**config.mk**
```make
export PLATFORM = sky130hd
export DESIGN_NAME = duck_hunt_top
export DESIGN_NICKNAME = d
export VERILOG_FILES = /design/src/geom_pkg.sv /design/src/game_pkg.sv /design/src/lfsr.sv /design/src/duck_ctl.sv /design/src/shot_ctl.sv /design/src/hit_judge.sv /design/src/duck_hunt_top.sv
export SDC_FILE = /design/constraint.sdc
export NUM_CORES = 1
export LEC_CHECK = 0
export BUFFER_PORTS_ARGS = -buffer_cell sky130_fd_sc_hd__buf_2
export CAP_MARGIN = 20
export CORE_AREA = 2 2 208 210
export CTS_CLUSTER_DIAMETER = 150
export DETAILED_ROUTE_END_ITERATION = 6
export DIE_AREA = 0 0 210 212
export GPL_ROUTABILITY_DRIVEN = 0
export GPL_TIMING_DRIVEN = 0
export RECOVER_POWER = 25
export SLEW_MARGIN = 30
export SYNTH_ARGS = -nofsm -noshare
export SYNTH_HDL_FRONTEND = slang
export SYNTH_SLANG_ARGS = --single-unit
```
**constraint.sdc**
```tcl
create_clock -name clk -period 7.8 [get_ports clk]
set_input_delay 1.56 -clock clk [delete_from_list [all_inputs] [get_ports clk]]
set_output_delay 1.56 -clock clk [all_outputs]
set_load 0.01 [all_outputs]
```
**src/geom_pkg.sv**
```systemverilog
`default_nettype none

package geom_pkg;

    // --------------------
    // coordinate widths
    // --------------------
    localparam int POS_W = 12;                    // integer screen coordinate
    localparam int Q_W   = 36;                    // q12.24, 12 integer + 24 fraction

    // --------------------
    // screen and duck box
    // --------------------
    localparam logic [POS_W-1:0] X_MAX       = 12'd1024; // screen width
    localparam logic [POS_W-1:0] GROUND      = 12'd620;  // ground line in y
    localparam logic [POS_W-1:0] DUCK_WIDTH  = 12'd96;
    localparam logic [POS_W-1:0] DUCK_HEIGHT = 12'd32;
    localparam logic [POS_W-1:0] X_HOME      = 12'd512;  // idle x, mid screen

    // top-left corner of the duck, or the aim point of a shot
    typedef struct packed {
        logic [POS_W-1:0] x;
        logic [POS_W-1:0] y;
    } pos_t;

endpackage

`default_nettype wire

```
**src/game_pkg.sv**
```systemverilog
`default_nettype none

package game_pkg;

    // --------------------
    // counter widths
    // --------------------
    localparam int AMMO_W  = 2;   // up to 3 shots per round
    localparam int SCORE_W = 16;

    // --------------------
    // payloads
    // --------------------
    // shot request from the gun side
    typedef struct packed {
        geom_pkg::pos_t aim;
    } shot_t;

    // judged shot, 43 bits
    typedef struct packed {
        logic                 hit;
        geom_pkg::pos_t       aim;         // echo of the request
        logic [AMMO_W-1:0]    ammo_left;   // ammo after this shot
        logic [SCORE_W-1:0]   score;       // score including this shot
    } result_t;

    // duck flight states
    typedef enum logic [2:0] {
        IDLE       = 3'd0,   // parked at home, game off
        SIDE       = 3'd1,   // spawn on the ground line
        UP_RIGHT   = 3'd2,
        UP_LEFT    = 3'd3,
        DOWN_RIGHT = 3'd4,
        DOWN_LEFT  = 3'd5
    } flight_t;

endpackage

`default_nettype wire

```
**src/lfsr.sv**
```systemverilog
`timescale 1ns/100ps
`default_nettype none

module lfsr (
    input  wire        clk,
    input  wire        rst,
    output logic [9:0] rnd
);

    // x^10 + x^7 + 1, maximal length, 1023 states
    localparam logic [9:0] SEED = 10'h2a5;   // any nonzero value

    logic feedback;

    // --------------------
    // shift register
    // --------------------
    assign feedback = rnd[9] ^ rnd[6];   // taps 10 and 7

    always_ff @(posedge clk) begin
        if (rst) begin
            rnd <= SEED;
        end else begin
            rnd <= {rnd[8:0], feedback};   // step every cycle
        end
    end

endmodule

`default_nettype wire

```
**src/duck_ctl.sv**
```systemverilog
`timescale 1ns/100ps
`default_nettype none

module duck_ctl #(
    parameter logic [geom_pkg::Q_W-1:0] x_speed = 36'd310,   // q12.24 step per cycle
    parameter logic [geom_pkg::Q_W-1:0] y_speed = 36'd200
) (
    input  wire             clk,
    input  wire             rst,
    input  wire             game_enable,
    input  wire [9:0]       rnd,
    input  wire             target_killed,
    output geom_pkg::pos_t  duck_pos,
    output logic            duck_direction
);

    import geom_pkg::*;
    import game_pkg::*;

    localparam int FRAC_W = Q_W - POS_W;                              // fraction bits
    localparam logic [POS_W-1:0] X_LIM = X_MAX - DUCK_WIDTH;           // right bounce
    localparam logic [POS_W-1:0] Y_LIM = GROUND - DUCK_HEIGHT;         // ground bounce
    localparam logic [Q_W-1:0]   X_HOME_Q = {X_HOME, {FRAC_W{1'b0}}};
    localparam logic [Q_W-1:0]   GROUND_Q = {GROUND, {FRAC_W{1'b0}}};
    localparam logic [Q_W-1:0]   Y_LIM_Q  = {Y_LIM, {FRAC_W{1'b0}}};

    flight_t          state, state_nxt;
    logic [Q_W-1:0]   x_q, y_q, x_q_nxt, y_q_nxt;    // fixed point position
    logic [POS_W-1:0] x_int, y_int;                  // integer parts
    logic [POS_W-1:0] spawn_x;
    logic             heading_left, heading_up;
    logic             left_nxt, up_nxt;
    logic             at_left, at_right, at_top, at_bottom;

    assign x_int = x_q[Q_W-1 -: POS_W];
    assign y_int = y_q[Q_W-1 -: POS_W];

    // --------------------
    // bounce detection
    // --------------------
    assign heading_left = (state == UP_LEFT) || (state == DOWN_LEFT);
    assign heading_up   = (state == UP_LEFT) || (state == UP_RIGHT);

    assign at_right  = x_int >= X_LIM;
    assign at_left   = x_int == '0;
    assign at_top    = y_int == '0;
    assign at_bottom = y_int >= Y_LIM;

    // x and y turn on their own, corners flip both
    assign left_nxt = heading_left ? !at_left : at_right;
    assign up_nxt   = heading_up   ? !at_top  : at_bottom;

    // random x, pulled back if the box would leave the screen
    assign spawn_x = (rnd >= X_LIM) ? POS_W'(rnd) - DUCK_WIDTH : POS_W'(rnd);

    // --------------------
    // next state
    // --------------------
    always_comb begin
        state_nxt = state;
        if (!game_enable) begin
            state_nxt = IDLE;                    // game off parks the duck
        end else if (target_killed) begin
            state_nxt = SIDE;                    // respawn after a hit
        end else begin
            case (state)
                IDLE:    state_nxt = SIDE;
                SIDE:    state_nxt = (x_int >= (X_MAX >> 2)) ? UP_LEFT : UP_RIGHT;
                default: state_nxt = up_nxt ? (left_nxt ? UP_LEFT : UP_RIGHT)
                                            : (left_nxt ? DOWN_LEFT : DOWN_RIGHT);
            endcase
        end
    end

    // position follows the state being entered
    always_comb begin
        x_q_nxt = x_q;
        y_q_nxt = y_q;
        case (state_nxt)
            IDLE: begin
                x_q_nxt = X_HOME_Q;
                y_q_nxt = GROUND_Q;
            end
            SIDE: begin
                x_q_nxt = {spawn_x, {FRAC_W{1'b0}}};
                y_q_nxt = Y_LIM_Q;              // sits on the ground line
            end
            UP_RIGHT: begin
                x_q_nxt = x_q + x_speed;
                y_q_nxt = y_q - y_speed;
            end
            UP_LEFT: begin
                x_q_nxt = x_q - x_speed;
                y_q_nxt = y_q - y_speed;
            end
            DOWN_RIGHT: begin
                x_q_nxt = x_q + x_speed;
                y_q_nxt = y_q + y_speed;
            end
            DOWN_LEFT: begin
                x_q_nxt = x_q - x_speed;
                y_q_nxt = y_q + y_speed;
            end
            default: ;                           // hold
        endcase
    end

    // --------------------
    // registers
    // --------------------
    always_ff @(posedge clk) begin
        if (rst) begin
            state <= IDLE;
            x_q   <= X_HOME_Q;
            y_q   <= GROUND_Q;
        end else begin
            state <= state_nxt;
            x_q   <= x_q_nxt;
            y_q   <= y_q_nxt;
        end
    end

    assign duck_pos       = '{x: x_int, y: y_int};
    assign duck_direction = heading_left;   // matches the last x step
endmodule

`default_nettype wire

```
**src/shot_ctl.sv**
```systemverilog
`timescale 1ns/100ps
`default_nettype none

module shot_ctl #(
    parameter logic [game_pkg::AMMO_W-1:0] ammo_max = 2'd3   // shots per round
) (
    input  wire                          clk,
    input  wire                          rst,
    input  wire                          game_enable,
    input  wire                          shot_valid,
    output logic                         shot_ready,
    input  wire game_pkg::shot_t         shot,
    input  wire                          pend_take,   // strobe from the judge
    output logic                         pend_valid,
    output game_pkg::shot_t              pend_shot,
    output logic [game_pkg::AMMO_W-1:0]  ammo_left
);

    logic accept;

    // --------------------
    // input handshake
    // --------------------
    // one slot only, ready drops while a shot waits
    assign shot_ready = game_enable && !pend_valid && (ammo_left != '0);
    assign accept     = shot_valid && shot_ready;

    // --------------------
    // pending shot
    // --------------------
    always_ff @(posedge clk) begin
        if (rst) begin
            pend_valid <= 1'b0;
        end else if (pend_take) begin
            pend_valid <= 1'b0;              // judged, slot free
        end else if (accept) begin
            pend_valid <= 1'b1;
        end
    end

    always_ff @(posedge clk) begin
        if (accept) begin
            pend_shot <= shot;               // payload, held until taken
        end
    end

    // --------------------
    // ammo count
    // --------------------
    always_ff @(posedge clk) begin
        if (rst) begin
            ammo_left <= ammo_max;
        end else if (!game_enable) begin
            ammo_left <= ammo_max;           // reload between rounds
        end else if (accept) begin
            ammo_left <= ammo_left - 1'b1;   // never below 0, ready gates it
        end
    end

endmodule

`default_nettype wire

```
**src/hit_judge.sv**
```systemverilog
`timescale 1ns/100ps
`default_nettype none

module hit_judge (
    input  wire                          clk,
    input  wire                          rst,
    input  wire geom_pkg::pos_t          duck_pos,
    input  wire                          pend_valid,
    input  wire game_pkg::shot_t         pend_shot,
    input  wire [game_pkg::AMMO_W-1:0]   ammo_left,
    output logic                         pend_take,
    output logic                         target_killed,
    output logic                         result_valid,
    input  wire                          result_ready,
    output game_pkg::result_t            result
);

    import geom_pkg::*;
    import game_pkg::*;

    logic               judge, hit;
    logic [POS_W:0]     x_end, y_end;    // last pixel of the box, extra bit for carry
    logic [SCORE_W-1:0] score, score_inc;

    // --------------------
    // box test
    // --------------------
    assign x_end = {1'b0, duck_pos.x} + {1'b0, DUCK_WIDTH} - 1'b1;
    assign y_end = {1'b0, duck_pos.y} + {1'b0, DUCK_HEIGHT} - 1'b1;

    assign hit = (pend_shot.aim.x >= duck_pos.x) && ({1'b0, pend_shot.aim.x} <= x_end) &&
                 (pend_shot.aim.y >= duck_pos.y) && ({1'b0, pend_shot.aim.y} <= y_end);

    // judge only into an empty result slot
    assign judge     = pend_valid && !result_valid;
    assign pend_take = judge;            // frees the shot slot at the same edge
    assign score_inc = score + 1'b1;

    // --------------------
    // control
    // --------------------
    always_ff @(posedge clk) begin
        if (rst) begin
            result_valid  <= 1'b0;
            target_killed <= 1'b0;
            score         <= '0;
        end else begin
            target_killed <= judge && hit;    // one cycle, duck respawns
            if (judge) begin
                result_valid <= 1'b1;
            end else if (result_ready) begin
                result_valid <= 1'b0;         // handed off
            end
            if (judge && hit) begin
                score <= score_inc;
            end
        end
    end

    // result payload, stable until taken
    always_ff @(posedge clk) begin
        if (judge) begin
            result.hit       <= hit;
            result.aim       <= pend_shot.aim;
            result.ammo_left <= ammo_left;
            result.score     <= hit ? score_inc : score;
        end
    end

endmodule

`default_nettype wire

```
**src/duck_hunt_top.sv**
```systemverilog
`timescale 1ns/100ps
`default_nettype none

module duck_hunt_top #(
    parameter logic [geom_pkg::Q_W-1:0]    x_speed  = 36'd310,
    parameter logic [geom_pkg::Q_W-1:0]    y_speed  = 36'd200,
    parameter logic [game_pkg::AMMO_W-1:0] ammo_max = 2'd3
) (
    input  wire                   clk,
    input  wire                   rst,
    input  wire                   game_enable,
    // shot in
    input  wire                   shot_valid,
    output logic                  shot_ready,
    input  wire game_pkg::shot_t  shot,
    // result out
    output logic                  result_valid,
    input  wire                   result_ready,
    output game_pkg::result_t     result,
    // for display
    output geom_pkg::pos_t        duck_pos,
    output logic                  duck_direction
);

    import game_pkg::*;

    logic [9:0]        rnd;
    logic              target_killed;
    logic              pend_valid, pend_take;
    shot_t             pend_shot;
    logic [AMMO_W-1:0] ammo_left;

    // --------------------
    // duck side
    // --------------------
    lfsr u_lfsr (.clk(clk), .rst(rst), .rnd(rnd));

    duck_ctl #(.x_speed(x_speed), .y_speed(y_speed)) u_duck_ctl (
        .clk(clk), .rst(rst), .game_enable(game_enable), .rnd(rnd),
        .target_killed(target_killed), .duck_pos(duck_pos), .duck_direction(duck_direction)
    );

    // --------------------
    // shot side
    // --------------------
    shot_ctl #(.ammo_max(ammo_max)) u_shot_ctl (
        .clk(clk), .rst(rst), .game_enable(game_enable),
        .shot_valid(shot_valid), .shot_ready(shot_ready), .shot(shot),
        .pend_take(pend_take), .pend_valid(pend_valid), .pend_shot(pend_shot),
        .ammo_left(ammo_left)
    );

    hit_judge u_hit_judge (
        .clk(clk), .rst(rst), .duck_pos(duck_pos),
        .pend_valid(pend_valid), .pend_shot(pend_shot), .ammo_left(ammo_left),
        .pend_take(pend_take), .target_killed(target_killed),
        .result_valid(result_valid), .result_ready(result_ready), .result(result)
    );

endmodule

`default_nettype wire

```
### Word-level counts from Yosys, hierarchy flattened

Cells that the tools add are included.

| word-level totals | value |
|---|---|
| flip-flop bits (word level) | 173 |
| input port bits | 29 |
| output and inout port bits | 70 |
| logic and storage cells | 89 |

| operators by class | value |
|---|---|
| add/sub/neg operators | 11 |
| order comparisons | 8 |
| equal/unequal tests | 9 |
| multiplexer cells | 15 |
| bitwise logic cells | 2 |
| reduce and logical (&&, ||, !) cells | 28 |

Operators with widths:

| cell | number |
|---|---|
| $pmux 36 s4 | 2 |
| $add 36x8->36 const B | 1 |
| $add 36x9->36 const B | 1 |
| $sub 36x8->36 const B | 1 |
| $sub 36x9->36 const B | 1 |
| $le 12x13->1 | 2 |
| $sub 13x1->13 const B | 2 |
| $ge 12x10->1 const B | 2 |
| $ge 12x12->1 | 2 |
| $logic_not 12->1 | 2 |
| $add 16x1->16 const B | 1 |
| $mux 16 | 1 |
| $add 12x6->13 const B | 1 |
| $add 12x7->13 const B | 1 |
| $eq 3x2->1 const B | 4 |
| $ge 12x9->1 const B | 1 |
| $mux 12 | 1 |
| $reduce_or 2->1 | 6 |
| $sub 10x7->11 const B | 1 |
| $ge 10x10->1 const B | 1 |
| $eq 3x3->1 const B | 3 |
| $mux 3 | 3 |
| $logic_and 1x1->1 | 8 |
| $reduce_bool 4->1 | 2 |
| 10 further kinds | 23 |

### Depth between registers and ports, before layout

Gate-level depths: netlist of run 1.

| depth | value |
|---|---|
| depth after elaboration | 11 |
| depth in mapped cells | 19 |
| mapped depth without buffers | 19 |

### Modules after synthesis

A second synthesis of run 1 with hierarchy kept.

| second synthesis, totals | value |
|---|---|
| cells, all modules | 1131 |
| area, all modules | 10630.2 sq um |

Modules (own cells, without submodules):

| module | instances | cells each | area each (sq um) | sequential area each (sq um) |
|---|---|---|---|---|
| duck_ctl | 1 | 695 | 5576.6 | 1421.4 |
| hit_judge | 1 | 374 | 3895.0 | 1651.6 |
| shot_ctl | 1 | 41 | 887.1 | 780.7 |
| lfsr | 1 | 21 | 271.5 | 200.2 |

### Worst setup path after synthesis of run 1

OpenSTA, ideal clock, no wires.

| path | value |
|---|---|
| path type | input -> register |
| from | input port game_enable |
| to | register u_duck_ctl.x_q[32] |
| library setup time | 0.132 ns |
| data arrival time | 5.571 ns |
| required time | 7.668 ns |
| path slack | 2.097 ns |
| stages | 14 |
| path buffers | 0 |
| path through | nor2b_1 -> nand2b_1 -> nor2_1 -> inv_1 -> ha_1 -> a211oi_1 -> o211ai_1 -> a41o_1 -> o21a_1 -> a31oi_1 -> o21ai_0 -> o31ai_1 -> xor2_1 -> o21ai_0 |

| between the ends | value |
|---|---|
| longest elaborated chain between the ends | 4 |
| elaborated cells on any way between the ends | 11 |
| those cells by class | eq/ne (5); mux (2); reduce/logical (4) |

Ends and longest elaborated chain:

| what | RTL line | text |
|---|---|---|
| start: declaration | duck_hunt_top.sv:11 | `input wire game_enable,` |
| $mux 3 (*) | duck_ctl.sv:61 | `if (!game_enable) begin` |
| $eq 3x2->1 or $eq 3x3->1 (tied branches) | duck_ctl.sv:79 | `case (state_nxt)` |
| $reduce_or 2->1 (no source line) | -- |  |
| $pmux 36 s4 or $reduce_bool 4->1 (tied branches) | -- |  |
| end signal: assignment | duck_ctl.sv:118 | `x_q <= x_q_nxt;` |
| end: declaration | duck_ctl.sv:28 | `logic [Q_W-1:0] x_q, y_q, x_q_nxt, y_q_nxt;` |

Every way passes the cells marked *; elsewhere a longest branch is shown, timed or not.
A chain may end at the register's enable or synchronous reset.

### Worst setup path after layout of run 1

| path | value |
|---|---|
| from | input port game_enable |
| to | register u_duck_ctl.x_q[33] |

Same word-level chain as after synthesis.

==> metrics.csv, run 1 <==
stage;metric;value;unit
logic_synthesis;Warnings, synthesis;0;
critical_path;CP Launch Type;primary input;
floorplan;Ports;99;
logic_synthesis;Yosys top cell by area;dfxtp_1;
pwr;PD cells;181;nW/um^2
detailed_routing;final wirelength;25500;microns
clocking;H-tree depth;4;
clocking;# clock sinks;169;
timing;measured slew at the worst slew-check pin;1250;ps
clocking;clk_lat worst skew;450;ps
pwr;sw frac;30.1;%
logic_synthesis;post-synth top area share;19.5;%
pwr;Overall Power;2.22;mW
detailed_routing;DR iter-0 viols;431;
global_routing;first-pass GRT wire length;41500;microns
critical_path;end point of the critical path;u_duck_ctl.x_q[33]$_SDFFE_PP1P_;
cells_and_area;most common cell after layout, fill and taps aside;ha_1;
worst_hold_path;worst min path class;reg -> reg;
critical_path;CP Class;in -> reg;
clocking;CTS hold repair buffers;0;
detailed_routing;antenna-violating nets left;0;
timing;f_max;0.190;GHz
logic_synthesis;register area share after synthesis;38.8;%
timing;Slew Limit Fails;0;
floorplan;chip height;212;microns
clocking;CTS tree;done;
global_routing;number of global-route vias before repair;8182;
detailed_routing;DR DRC count;0;
clocking;Num CTS Buffers;17;
floorplan;site row count;76;
timing;final worst setup slack;2530;ps
timing;Slew HR;16.9;%
cells_and_area;most frequent cells in the layout;118 x ha_1, 102 x dfxtp_1, 99 x buf_2;
pwr;leak pwr;5.16;nW
pwr;combinational group share of total power;18.2;%
critical_path;CP Max Fanout;11;
timing;setup_tns;0;ps
global_routing;largest net degree at the start of global routing;25;
global_routing;initial antenna violation count;1;
floorplan;initial cell density of the core;24.6;%
clocking;CTS Buffer Depth;2;
floorplan;Core Area;42500;sq um
global_routing;Total GRT Usage;11.6;%
pwr;cell-internal power;1.55;mW
critical_path;Critical R2R Capture;u_duck_ctl.y_q[35]$_SDFFE_PP0P_;
logic_synthesis;EDFF count, synth;67;
logic_synthesis;Syn Std Cell Area;10500;sq um
timing;Setup Skew;9.12;ps
job;number of max-cap violations;0;
timing;Setup Viol. Count Final;0;
detailed_routing;Avg WL per Cell;14.2;microns
pwr;worst vdd ir;0.105;mV
cells_and_area;antenna cell count;0;
timing;final cycle utilization of the critical path;67.6;%
pwr;Clk pwr share;37.7;%
logic_synthesis;most used flip-flop cell after synthesis;dfxtp_1;
critical_path;Worst R2R Setup Slack;2970;ps
clocking;post-CTS setup repair buffer count;0;
critical_path;Worst R2R Start;u_duck_ctl.y_q[29]$_SDFFE_PP1P_;
critical_path;worst reg2reg path depth;17;
cells_and_area;Area Overhead vs Synth;17.5;%
clocking;Post-CTS Resized;0;
timing;Final min period;5270;ps
logic_synthesis;synth unique cells;60;
cells_and_area;final design utilization;28.9;%
timing;endpoints failing hold;0;
cells_and_area;# nets final;1380;
logic_synthesis;Avg Cell Area, Syn;9.42;sq um
logic_synthesis;syn_nets;1259;
clocking;Worst-path clk slew;70;ps
detailed_routing;routed vias;8458;
logic_synthesis;ys async rst share;0;%
pwr;Switch Pwr;0.668;mW
cells_and_area;fill count;4453;
pwr;Flop pwr share;44.1;%
floorplan;die area;44500;sq um
logic_synthesis;synth top area cells;dfxtp_1 20%, edfxtp_1 19%, ha_1 14%;
global_routing;GR Overflow Total;0;
placement;Port Buf Inserts;98;
timing;RSZ-0062 raised after global routing;false;
status;run status;finished clean;
critical_path;crit path DAT;5580;ps
floorplan;Die Wd;210;microns
logic_synthesis;Yosys reg bits;169;
critical_path;crit path from;game_enable;
placement;hpwl dp;19200;microns
logic_synthesis;Mapped Cells;1110;
detailed_routing;DRT Pass-1 Iters;5;
critical_path;crit end category;flop;
cells_and_area;layout cells sized above 1;14.5;%
detailed_routing;DR vias/cell;4.73;
placement;Setup WS pre-CTS;2100;ps
critical_path;Required @ worst endpoint;8100;ps
clocking;clock root buffer;clkbuf_16;
-- cells in the mapped netlist (2+ instances only) --
| cell type | n |
|---|---|
| o31ai_1 | 19 |
| mux2i_1 | 4 |
| a21boi_0 | 4 |
| o211ai_1 | 12 |
| or3_4 | 3 |
| o21ai_0 | 62 |
| o21bai_1 | 6 |
| nor2_1 | 81 |
| or3_1 | 11 |
| o2111ai_1 | 3 |
| o32ai_1 | 2 |
| nand4_1 | 16 |
| or2_2 | 9 |
| a211oi_1 | 18 |
| nor4_1 | 2 |
| nand3_1 | 28 |
| nor3b_1 | 5 |
| a31oi_1 | 10 |
| o31a_1 | 3 |
| ha_1 | 118 |
| a21o_1 | 40 |
| and2_1 | 10 |
| nor3_1 | 41 |
| a21oi_1 | 76 |
| xor2_1 | 45 |
| a2111oi_0 | 3 |
| xnor2_1 | 39 |
| a311oi_1 | 2 |
| nand2b_1 | 15 |
| a41o_1 | 2 |
| edfxtp_1 | 67 |
| fa_1 | 2 |
| o21a_1 | 26 |
| a221oi_1 | 2 |
| nor2b_1 | 19 |
| nand2_1 | 63 |
| inv_1 | 45 |
| or4_2 | 4 |
| a211o_1 | 2 |
| and3_1 | 8 |
| buf_4 | 24 |
| clkbuf_1 | 27 |
| or4_1 | 13 |
| dfxtp_1 | 102 |
| a31o_2 | 2 |
-- layout make-up --
cell class / count / area, sq um / area share, %
Buffer: 52 / 287 / 2.33
Clock buffer: 17 / 425 / 3.46
Clock inverter: 15 / 153 / 1.24
Inverter: 45 / 169 / 1.37
Multi-Input combinational cell: 844 / 5970 / 48.6
Sequential cell: 169 / 4050 / 33.0
Tap cell: 546 / 683 / 5.56
Timing Repair Buffer: 102 / 553 / 4.50
-- cells by family after synthesis --
group / synth area share, %
AO/OA/AOI/OAI: 18.6
XOR/XNOR: 7.03
flip-flops: 38.8
adder cells (fa/ha/maj): 14.5
buffers and inverters: 4.35
multiplexers: 0.490
AND/OR/NAND/NOR: 16.2
-- metal layers --
layer | track usage, % | routed length [microns]
met3 | 1.96 | 794
met1 | 14.4 | 12000
met5 | 0 | 13
met4 | 4.43 | 471
met2 | 20.1 | 12200
-- worst min-delay path by stage --
stage,start,end,slack [ps],cells past startpoint
floorplan,u_shot_ctl.ammo_left[0]$_SDFFE_PP1P_,u_hit_judge.result[16]$_DFFE_PP_,410,0
global placement,u_lfsr.rnd[4]$_SDFF_PP0_,u_lfsr.rnd[5]$_SDFF_PP1_,430,1
detailed placement,u_lfsr.rnd[1]$_SDFF_PP0_,u_lfsr.rnd[2]$_SDFF_PP1_,430,1
CTS,u_lfsr.rnd[1]$_SDFF_PP0_,u_lfsr.rnd[2]$_SDFF_PP1_,450,1
global route,u_lfsr.rnd[1]$_SDFF_PP0_,u_lfsr.rnd[2]$_SDFF_PP1_,450,1
finish,u_lfsr.rnd[1]$_SDFF_PP0_,u_lfsr.rnd[2]$_SDFF_PP1_,440,1
-- state kept, by name, summed over array words and instances, names as in the netlist --
register                   flops
u_duck_ctl.x_q                35
u_hit_judge.score             16
u_hit_judge.result            43
u_hit_judge.target_killed      1
u_duck_ctl.state               3
u_hit_judge.result_valid       1
u_shot_ctl.pend_shot          24
u_lfsr.rnd                    10
u_duck_ctl.y_q                33
u_shot_ctl.pend_valid          1
u_shot_ctl.ammo_left           2
-- metrics by stage --
stage	cells	instance area (sq um)	hold slack, ps
2_1_floorplan	1110	10500	408
3_3_place_gp	1754	11600	427
3_5_place_dp	1758	11800	427
4_1_cts	1790	12300	446
5_1_grt	1790	12300	449
6_report	1790	12300	445
-- worst max-delay path, stage by stage --
cell	delay (ps)
buf_2	140
nor2b_1	370
nand2b_1	260
nor2_4	410
inv_1	200
ha_1	400
a2111o_1	420
o211ai_1	240
a211oi_1	160
o2111ai_1	280
nand3_1	200
a311oi_1	520
xor2_1	240
o221ai_1	150
-- power groups by stage --
stage / logic, mW / registers [mW] / clock network (mW)
floorplan: 0.299 / 0.993 / 0
global placement: 0.390 / 1.00 / 0
detailed placement: 0.404 / 1.00 / 0
CTS: 0.408 / 0.980 / 0.861
global route: 0.456 / 0.984 / 0.892
finish: 0.404 / 0.980 / 0.836
No activity file was read; power rests on OpenSTA's default activity.
==> inputs of run 2 (changes only) <==
--- a/config.mk
+++ b/config.mk
@@ -5,12 +5,13 @@
 export SDC_FILE = /design/constraint.sdc
 export NUM_CORES = 1
 export LEC_CHECK = 0
+export ABC_AREA = 1
 export BUFFER_PORTS_ARGS = -buffer_cell sky130_fd_sc_hd__buf_2
 export CAP_MARGIN = 20
-export CORE_AREA = 2 2 208 210
+export CORE_AREA = 2 2 216 218
 export CTS_CLUSTER_DIAMETER = 150
 export DETAILED_ROUTE_END_ITERATION = 6
-export DIE_AREA = 0 0 210 212
+export DIE_AREA = 0 0 218 220
 export GPL_ROUTABILITY_DRIVEN = 0
 export GPL_TIMING_DRIVEN = 0
 export RECOVER_POWER = 25
==> constraint.sdc (replaced) <==
create_clock -name clk -period 4.25 [get_ports clk]
set_input_delay 0.85 -clock clk [delete_from_list [all_inputs] [get_ports clk]]
set_output_delay 0.85 -clock clk [all_outputs]
set_load 0.01 [all_outputs]
==> run 2 against run 1 <==
First-iteration DRC count up 16%. Worst hold slack worse by 24 ps. Worst setup slack worse by 2200 ps. Sequential power up 84%. Area after synthesis up 8.2%. Count of clock-buffer cells in the layout unchanged. Synthesized cell count up 32%. Combinational power up 63%. Clock power up 94%. Clock skew up 1.7 ps.
==> metrics.csv, run 2 <==
stage;metric;value;unit;change
status;run status;finished clean;;
critical_path;CP bufs+invs;1;;-1
cells_and_area;Largest Register;u_hit_judge.result;;
critical_path;CP Max Fanout;31;;+20
logic_synthesis;Yosys reg bits;169;;unchanged
worst_hold_path;Worst Hold Path EP;u_lfsr.rnd[3]$_SDFF_PP0_;;
logic_synthesis;EDFF count, synth;67;;unchanged
critical_path;worst reg2reg path depth;17;;unchanged
pwr;worst vdd ir;0.303;mV;+190%
clocking;clk_lat worst skew;460;ps;about the same
timing;Setup Skew;10.8;ps;+1.72 ps
timing;Slew HR;26.7;%;+9.8 points
detailed_routing;Avg WL per Cell;13.3;microns;-6.8%
timing;endpoints failing hold;0;;unchanged
timing;RSZ-0062 raised after global routing;false;;
floorplan;Ports;99;;unchanged
logic_synthesis;most frequent cell after synthesis;nand2_1;;
logic_synthesis;Mapped Cells;1462;;+32%
timing;final cycle utilization of the critical path;91.7;%;
logic_synthesis;Warnings, synthesis;0;;unchanged
critical_path;CP Launch Type;flop;;
global_routing;GR Overflow Total;0;;unchanged
detailed_routing;DR DRC count;0;;unchanged
pwr;leak pwr;6.00;nW;+16%
logic_synthesis;ys async rst share;0;%;unchanged
critical_path;CP Class;reg -> reg;;
logic_synthesis;Syn Std Cell Area;11300;sq um;+8.2%
logic_synthesis;Avg Cell Area, Syn;7.74;sq um;-18%
logic_synthesis;Post-synth top cells;287 x nand2_1, 203 x nor2_1, 154 x inv_1;;
clocking;clock root buffer;clkbuf_16;;
cells_and_area;max reg flops;43;;unchanged
detailed_routing;DRT Pass-1 Iters;4;;-1
pwr;PD cells;308;nW/um^2;+71%
cells_and_area;antenna cell count;0;;unchanged
timing;Setup Viol. Count Final;0;;unchanged
logic_synthesis;syn_nets;1611;;+28%
critical_path;crit end category;flop;;
clocking;# clock sinks;169;;unchanged
cells_and_area;Area Overhead vs Synth;17.0;%;
job;number of max-cap violations;0;;unchanged
detailed_routing;DR vias/cell;4.52;;-4.3%
floorplan;Core Area;45900;sq um;+7.9%
cells_and_area;biggest regs;u_hit_judge.result x43, u_duck_ctl.x_q x35, u_duck_ctl.y_q x33;;
timing;f_max;0.257;GHz;
worst_hold_path;hold path depth;2;;+1
detailed_routing;DR iter-0 viols;502;;+16%
critical_path;Slowest-stage cell, CP;fa_1;;
critical_path;Critical R2R Capture;u_duck_ctl.x_q[25]$_SDFFE_PP0P_;;
critical_path;Worst R2R Start;u_duck_ctl.x_q[26]$_SDFFE_PP0P_;;
critical_path;Required @ worst endpoint;4590;ps;-3510 ps
floorplan;die area;48000;sq um;+7.7%
critical_path;most frequent CP cell;nand2_1;;
detailed_routing;final wirelength;29200;microns;+15%
critical_path;crit path cell chain;nor3_1, nand4_1, o21ai_0, nand2_1, nand2_1, nand2_1, nand2_1, inv_6, fa_1, o21ai_1, a21oi_1, o21ai_1, nand2_1, o21ai_0, nand2_1, nand2_1, o21ai_1;;
clocking;CTS Buffer Depth;2;;unchanged
critical_path;Worst R2R Setup Slack;350;ps;-2620 ps
clocking;Worst-path clk slew;70;ps;about the same
timing;Fin Hold WS;421;ps;-24.1 ps
clocking;CTS tree;done;;
logic_synthesis;most used flip-flop cell after synthesis;dfxtp_1;;
global_routing;Total GRT Usage;12.3;%;+0.73 points
global_routing;first-pass GRT wire length;47700;microns;+15%
placement;hpwl dp;23200;microns;+20%
cells_and_area;final design utilization;28.9;%;-0.055 points
clocking;Num CTS Buffers;17;;unchanged
critical_path;crit path DAT;4230;ps;-1350 ps
cells_and_area;layout cells sized above 1;12.9;%;-1.7 points
floorplan;chip height;220;microns;+3.8%
clocking;post-CTS setup repair buffer count;0;;unchanged
critical_path;slowest stage delay, CP;490;ps;-30 ps
floorplan;Die Wd;218;microns;+3.8%
cells_and_area;# nets final;1729;;+25%
detailed_routing;antenna-violating nets left;0;;unchanged
critical_path;Worst path top cell family by delay;compound AO/OA/AOI/OAI gates;;
timing;measured slew at the worst slew-check pin;1100;ps;-147 ps
logic_synthesis;Yosys top cell by area;dfxtp_1;;
placement;Port Buf Inserts;97;;-1.0%
logic_synthesis;register area share after synthesis;35.8;%;-2.9 points
pwr;Overall Power;4.08;mW;+84%
worst_hold_path;worst min path class;reg -> reg;;
global_routing;initial antenna violation count;0;;-1
clocking;H-tree depth;4;;unchanged
cells_and_area;most frequent cells in the layout;287 x nand2_1, 203 x nor2_1, 152 x inv_1;;
floorplan;site row count;79;;+3.9%
timing;Slew Limit Fails;0;;unchanged
logic_synthesis;post-synth top area share;18.0;%;-1.5 points
timing;Final min period;3900;ps;
placement;# placed instances;2168;;+23%
logic_synthesis;synth unique cells;50;;-17%
cells_and_area;fin cells;2200;;+23%
clocking;CTS hold repair buffers;0;;unchanged
global_routing;largest net degree at the start of global routing;35;;+40%
worst_hold_path;min-delay src;u_lfsr.rnd[2]$_SDFF_PP1_;;
detailed_routing;routed vias;9951;;+18%
floorplan;initial cell density of the core;24.7;%;+0.072 points
global_routing;number of global-route vias before repair;9900;;+21%
timing;setup_tns;0;ps;unchanged
cells_and_area;most common cell after layout, fill and taps aside;nand2_1;;
logic_synthesis;synth top area cells;dfxtp_1 18%, edfxtp_1 18%, ha_1 13%;;
-- run 2: cell types whose count changed in the layout (fill, tap and decap cells not counted), moves of 14 or more --
cell      before  now
a211oi_1      18    2
a21o_1        40    9
a21oi_1       76  118
clkbuf_1      29    6
inv_1         44  152
nand2_1       63  287
nand2b_1      15    1
nand3_1       28   61
nor2_1        80  203
nor2b_1       19    0
nor3_1        41   22
o21a_1        26   10
o31ai_1       19    0
xnor2_1       39   20
-- run 2: what timing repair did --
action | 4_1_cts | 5_1_grt
pin swaps | 0 | 1
cloned | 0 | 0
endpoints found under the setup margin | 11 | 31
resized for setup | 1 | 6
-- run 2: per-stage QoR --
step	setup WS (ps)	area, sq um
after floorplan	497	11300
after global placement	-787	12600
after detailed placement	-183	12600
after CTS	1.89	13200
after global routing	13.4	13200
final	354	13200
-- run 2: kinds of logic after synthesis --
logic type               count (synthesis)  share of synthesized area, %
AND/OR/NAND/NOR                        631                          23.8
AO/OA/AOI/OAI                          275                          13.8
XOR/XNOR                                70                          5.42
flip-flops                             169                          35.8
buffers and inverters                  197                          7.79
adder cells (fa/ha/maj)                120                          13.4
-- run 2: final cells by class --
cell class | instances | area (sq um)
flip-flops and latches | 169 | 4050
clock buffers | 17 | 425
inverters | 157 | 594
multi-input cells | 1096 | 6410
plain buffers | 40 | 293
fillers | 4916 | 32600
clock inverters | 15 | 183
well taps | 607 | 759
repair buffers | 99 | 517
-- run 2: worst max path at each step --
stage / startpoint / end / slack, ps / cells after the start
global placement: u_duck_ctl.y_q[24]$_SDFFE_PP0P_ / u_duck_ctl.y_q[21]$_SDFFE_PP0P_ / -790 / 15
floorplan: u_duck_ctl.y_q[24]$_SDFFE_PP0P_ / u_duck_ctl.y_q[21]$_SDFFE_PP0P_ / 500 / 15
CTS: u_duck_ctl.y_q[24]$_SDFFE_PP0P_ / u_duck_ctl.y_q[21]$_SDFFE_PP0P_ / 2 / 15
finish: u_duck_ctl.x_q[26]$_SDFFE_PP0P_ / u_duck_ctl.x_q[25]$_SDFFE_PP0P_ / 350 / 17
global route: u_duck_ctl.x_q[26]$_SDFFE_PP0P_ / u_duck_ctl.x_q[25]$_SDFFE_PP0P_ / 10 / 18
detailed placement: u_duck_ctl.y_q[24]$_SDFFE_PP0P_ / u_duck_ctl.y_q[21]$_SDFFE_PP0P_ / -180 / 15
-- run 2: routing by layer --
layer  wire (microns)  vias up  global-route usage (%)
li1                 -     5134                       -
met3             1070       55                    2.04
met4              899        0                    5.53
met5                0        -                       0
met1            13500     4575                    14.7
met2            13800      187                    21.7
-- run 2: worst register-to-register path: stages, from the launching register on --
cell and delay (ps):
dfxtp_1 400, nor3_1 340, nand4_1 210, o21ai_0 190
nand2_1 60, nand2_1 80, nand2_1 50, nand2_1 280
inv_6 180, fa_1 490, o21ai_1 250, a21oi_1 190
o21ai_1 360, nand2_1 120, o21ai_0 370, nand2_1 90
nand2_1 70, o21ai_1 60
-- run 2: power by group --
| part | leakage (nW) | total, mW | switching (mW) | internal (mW) |
|---|---|---|---|---|
| logic | 4.25 | 0.658 | 0.415 | 0.244 |
| clock network | 0.290 | 1.62 | 0.732 | 0.891 |
| registers | 1.46 | 1.80 | 0.0466 | 1.75 |
| total | 6.00 | 4.08 | 1.19 | 2.88 |
==> inputs of run 3 (changes only) <==
--- a/config.mk
+++ b/config.mk
@@ -8,10 +8,10 @@
 export ABC_AREA = 1
 export BUFFER_PORTS_ARGS = -buffer_cell sky130_fd_sc_hd__buf_2
 export CAP_MARGIN = 20
-export CORE_AREA = 2 2 216 218
+export CORE_AREA = 5 5 219 221
 export CTS_CLUSTER_DIAMETER = 150
 export DETAILED_ROUTE_END_ITERATION = 6
-export DIE_AREA = 0 0 218 220
+export DIE_AREA = 0 0 224 226
 export GPL_ROUTABILITY_DRIVEN = 0
 export GPL_TIMING_DRIVEN = 0
 export RECOVER_POWER = 25
==> run 3 against run 2 <==
Clock skew down 1.9 ps. Via count up 0.80%. Count of clock-buffer cells in the layout up 1. Clock power up 3%. Sequential cell count unchanged. Maximum frequency down 1.9%. Highest routed layer unchanged.
==> metrics.csv, run 3 (same netlist as run 2, synthesis figures left out) <==
stage;metric;value;unit;change
status;run status;finished clean;;
worst_hold_path;worst min path class;reg -> reg;;
cells_and_area;Area Overhead vs Synth;16.9;%;about the same
clocking;CTS Buffer Depth;2;;unchanged
clocking;H-tree depth;4;;unchanged
critical_path;crit path cell chain;buf_2, inv_1, nor2_1, nand2_1, inv_1, nand2_1, inv_6, ha_1, a21oi_1, o21ai_0, a21oi_1, nand2_1, a21oi_1, o21ai_0, nand2_1, nand3_1, nand2_1;;
pwr;leak pwr;5.99;nW;about the same
cells_and_area;antenna cell count;0;;unchanged
critical_path;Slowest-stage cell, CP;a21oi_1;;
detailed_routing;DR DRC count;0;;unchanged
placement;hpwl dp;23700;microns;+2.4%
critical_path;crit path DAT;4360;ps;+130 ps
floorplan;site row count;79;;unchanged
timing;Setup Viol. Count Final;0;;unchanged
critical_path;most frequent CP cell;nand2_1;;
timing;Slew HR;19.2;%;-7.5 points
clocking;CTS hold repair buffers;0;;unchanged
clocking;# clock sinks;169;;unchanged
timing;final cycle utilization of the critical path;93.5;%;+1.8 points
detailed_routing;routed vias;10000;;+0.80%
detailed_routing;DRT Pass-1 Iters;7;;+3
global_routing;initial antenna violation count;0;;unchanged
detailed_routing;final wirelength;30000;microns;+2.9%
timing;setup_tns;0;ps;unchanged
detailed_routing;DR vias/cell;4.56;;+0.76%
cells_and_area;max reg flops;43;;unchanged
critical_path;CP Max Fanout;31;;unchanged
pwr;worst vdd ir;0.303;mV;-0.23%
timing;endpoints failing hold;0;;unchanged
timing;measured slew at the worst slew-check pin;1210;ps;+112 ps
cells_and_area;# nets final;1730;;+0.058%
global_routing;first-pass GRT wire length;49000;microns;+2.7%
clocking;CTS tree;done;;
timing;Setup Skew;8.95;ps;-1.89 ps
floorplan;Core Area;46000;sq um;+0.22%
critical_path;crit end category;flop;;
cells_and_area;most frequent cells in the layout;287 x nand2_1, 203 x nor2_1, 152 x inv_1;;
floorplan;Ports;99;;unchanged
job;number of max-cap violations;0;;unchanged
floorplan;die area;50600;sq um;+5.6%
clocking;clk_lat worst skew;450;ps;about the same
detailed_routing;antenna-violating nets left;0;;unchanged
floorplan;Die Wd;224;microns;+2.8%
clocking;clock root buffer;clkbuf_16;;
cells_and_area;final design utilization;28.8;%;-0.065 points
pwr;PD cells;311;nW/um^2;+1.1%
clocking;Worst-path clk slew;70;ps;about the same
cells_and_area;Largest Register;u_hit_judge.result;;
placement;Port Buf Inserts;97;;unchanged
floorplan;initial cell density of the core;24.6;%;-0.053 points
cells_and_area;most common cell after layout, fill and taps aside;nand2_1;;
cells_and_area;fill count;4930;;+0.28%
floorplan;chip height;226;microns;+2.7%
detailed_routing;Avg WL per Cell;13.6;microns;+2.8%
global_routing;number of global-route vias before repair;9925;;+0.25%
timing;RSZ-0062 raised after global routing;true;;
clocking;post-CTS setup repair buffer count;0;;unchanged
global_routing;largest net degree at the start of global routing;35;;unchanged
global_routing;Total GRT Usage;11.7;%;-0.61 points
clocking;Num CTS Buffers;17;;unchanged
timing;f_max;0.252;GHz;-1.9%
critical_path;slowest stage delay, CP;400;ps;-90 ps
timing;Final min period;3970;ps;+76.3 ps
timing;Slew Limit Fails;0;;unchanged
critical_path;CP bufs+invs;4;;+3
global_routing;GR Overflow Total;0;;unchanged
detailed_routing;DR iter-0 viols;525;;+4.6%
critical_path;CP Launch Type;primary input;;
critical_path;CP Class;in -> reg;;
cells_and_area;biggest regs;u_hit_judge.result x43, u_duck_ctl.x_q x35, u_duck_ctl.y_q x33;;
critical_path;Required @ worst endpoint;4640;ps;+50 ps
cells_and_area;layout cells sized above 1;12.7;%;-0.13 points
critical_path;Worst path top cell family by delay;simple AND/OR/NAND/NOR gates;;
[run 3: cell count changes in the layout (fill, tap and decap cells not counted), sizes merged]
| cell | change |
|---|---|
| buf | -1 |
| bufinv | +2 |
| clkbuf | +2 |
| clkinv | +2 |
| inv | -5 |
| nand3 | +1 |
[run 3: layout make-up]
| class | instances | area [sq um] | area share [%] |
|---|---|---|---|
| clock buffers | 18 | 429 | 3.24 |
| multi-input cells | 1097 | 6420 | 48.5 |
| clock inverters | 14 | 196 | 1.48 |
| well taps | 607 | 759 | 5.74 |
| flip-flops and latches | 169 | 4050 | 30.6 |
| inverters | 157 | 594 | 4.49 |
| repair buffers | 99 | 493 | 3.72 |
| plain buffers | 40 | 293 | 2.21 |
[run 3: repair_timing]
item / in CTS / in global routing
pin swaps: 1 / 1
resized for setup: 1 / 6
cloned: 0 / 1
setup endpoints to repair: 12 / 27
hold endpoints to repair: 0 / 0
[run 3: path summary, 6_finish.rpt]
| kind | from | to | slack, ps | depth (start not counted) |
|---|---|---|---|---|
| worst max-delay path | game_enable | u_duck_ctl.x_q[27]$_SDFFE_PP0P_ | 280 | 17 |
| worst min-delay path | u_lfsr.rnd[3]$_SDFF_PP0_ | u_lfsr.rnd[4]$_SDFF_PP0_ | 430 | 2 |
| worst max register to register | u_duck_ctl.y_q[24]$_SDFFE_PP0P_ | u_duck_ctl.y_q[29]$_SDFFE_PP1P_ | 340 | 15 |
| worst min register to register | u_lfsr.rnd[3]$_SDFF_PP0_ | u_lfsr.rnd[4]$_SDFF_PP0_ | 430 | 2 |
[run 3: worst min-delay path: stages (launching register included)]
cell and delay [ps]:
dfxtp_1 310, inv_1 50, nor2_1 30
[run 3: metal layers]
metal | GRT usage (%) | vias to the layer above | share of wire (%)
li1 | - | 5153 | -
met1 | 14.4 | 4637 | 45
met2 | 20.7 | 199 | 48
met3 | 1.77 | 42 | 4.0
met4 | 4.23 | 0 | 2.1
met5 | 0 | - | 0
[run 3: where the power goes]
group | total (mW) | internal, mW | switching, mW
sequential | 1.80 | 1.75 | 0.0461
combinational | 0.656 | 0.240 | 0.416
clock | 1.67 | 0.987 | 0.679
total | 4.12 | 2.98 | 1.14
[run 3: metrics by stage]
stage	setup WS [ps]	total power [mW]	cell area, sq um	instances	hold WS, ps
after floorplan	497	2.29	11300	1462	400
after detailed placement	-237	2.49	12600	2168	420
after global routing	-9.86	4.32	13200	2201	455
after CTS	11.7	4.19	13300	2200	433
final	277	4.12	13200	2201	431
after global placement	-807	2.47	12600	2166	415
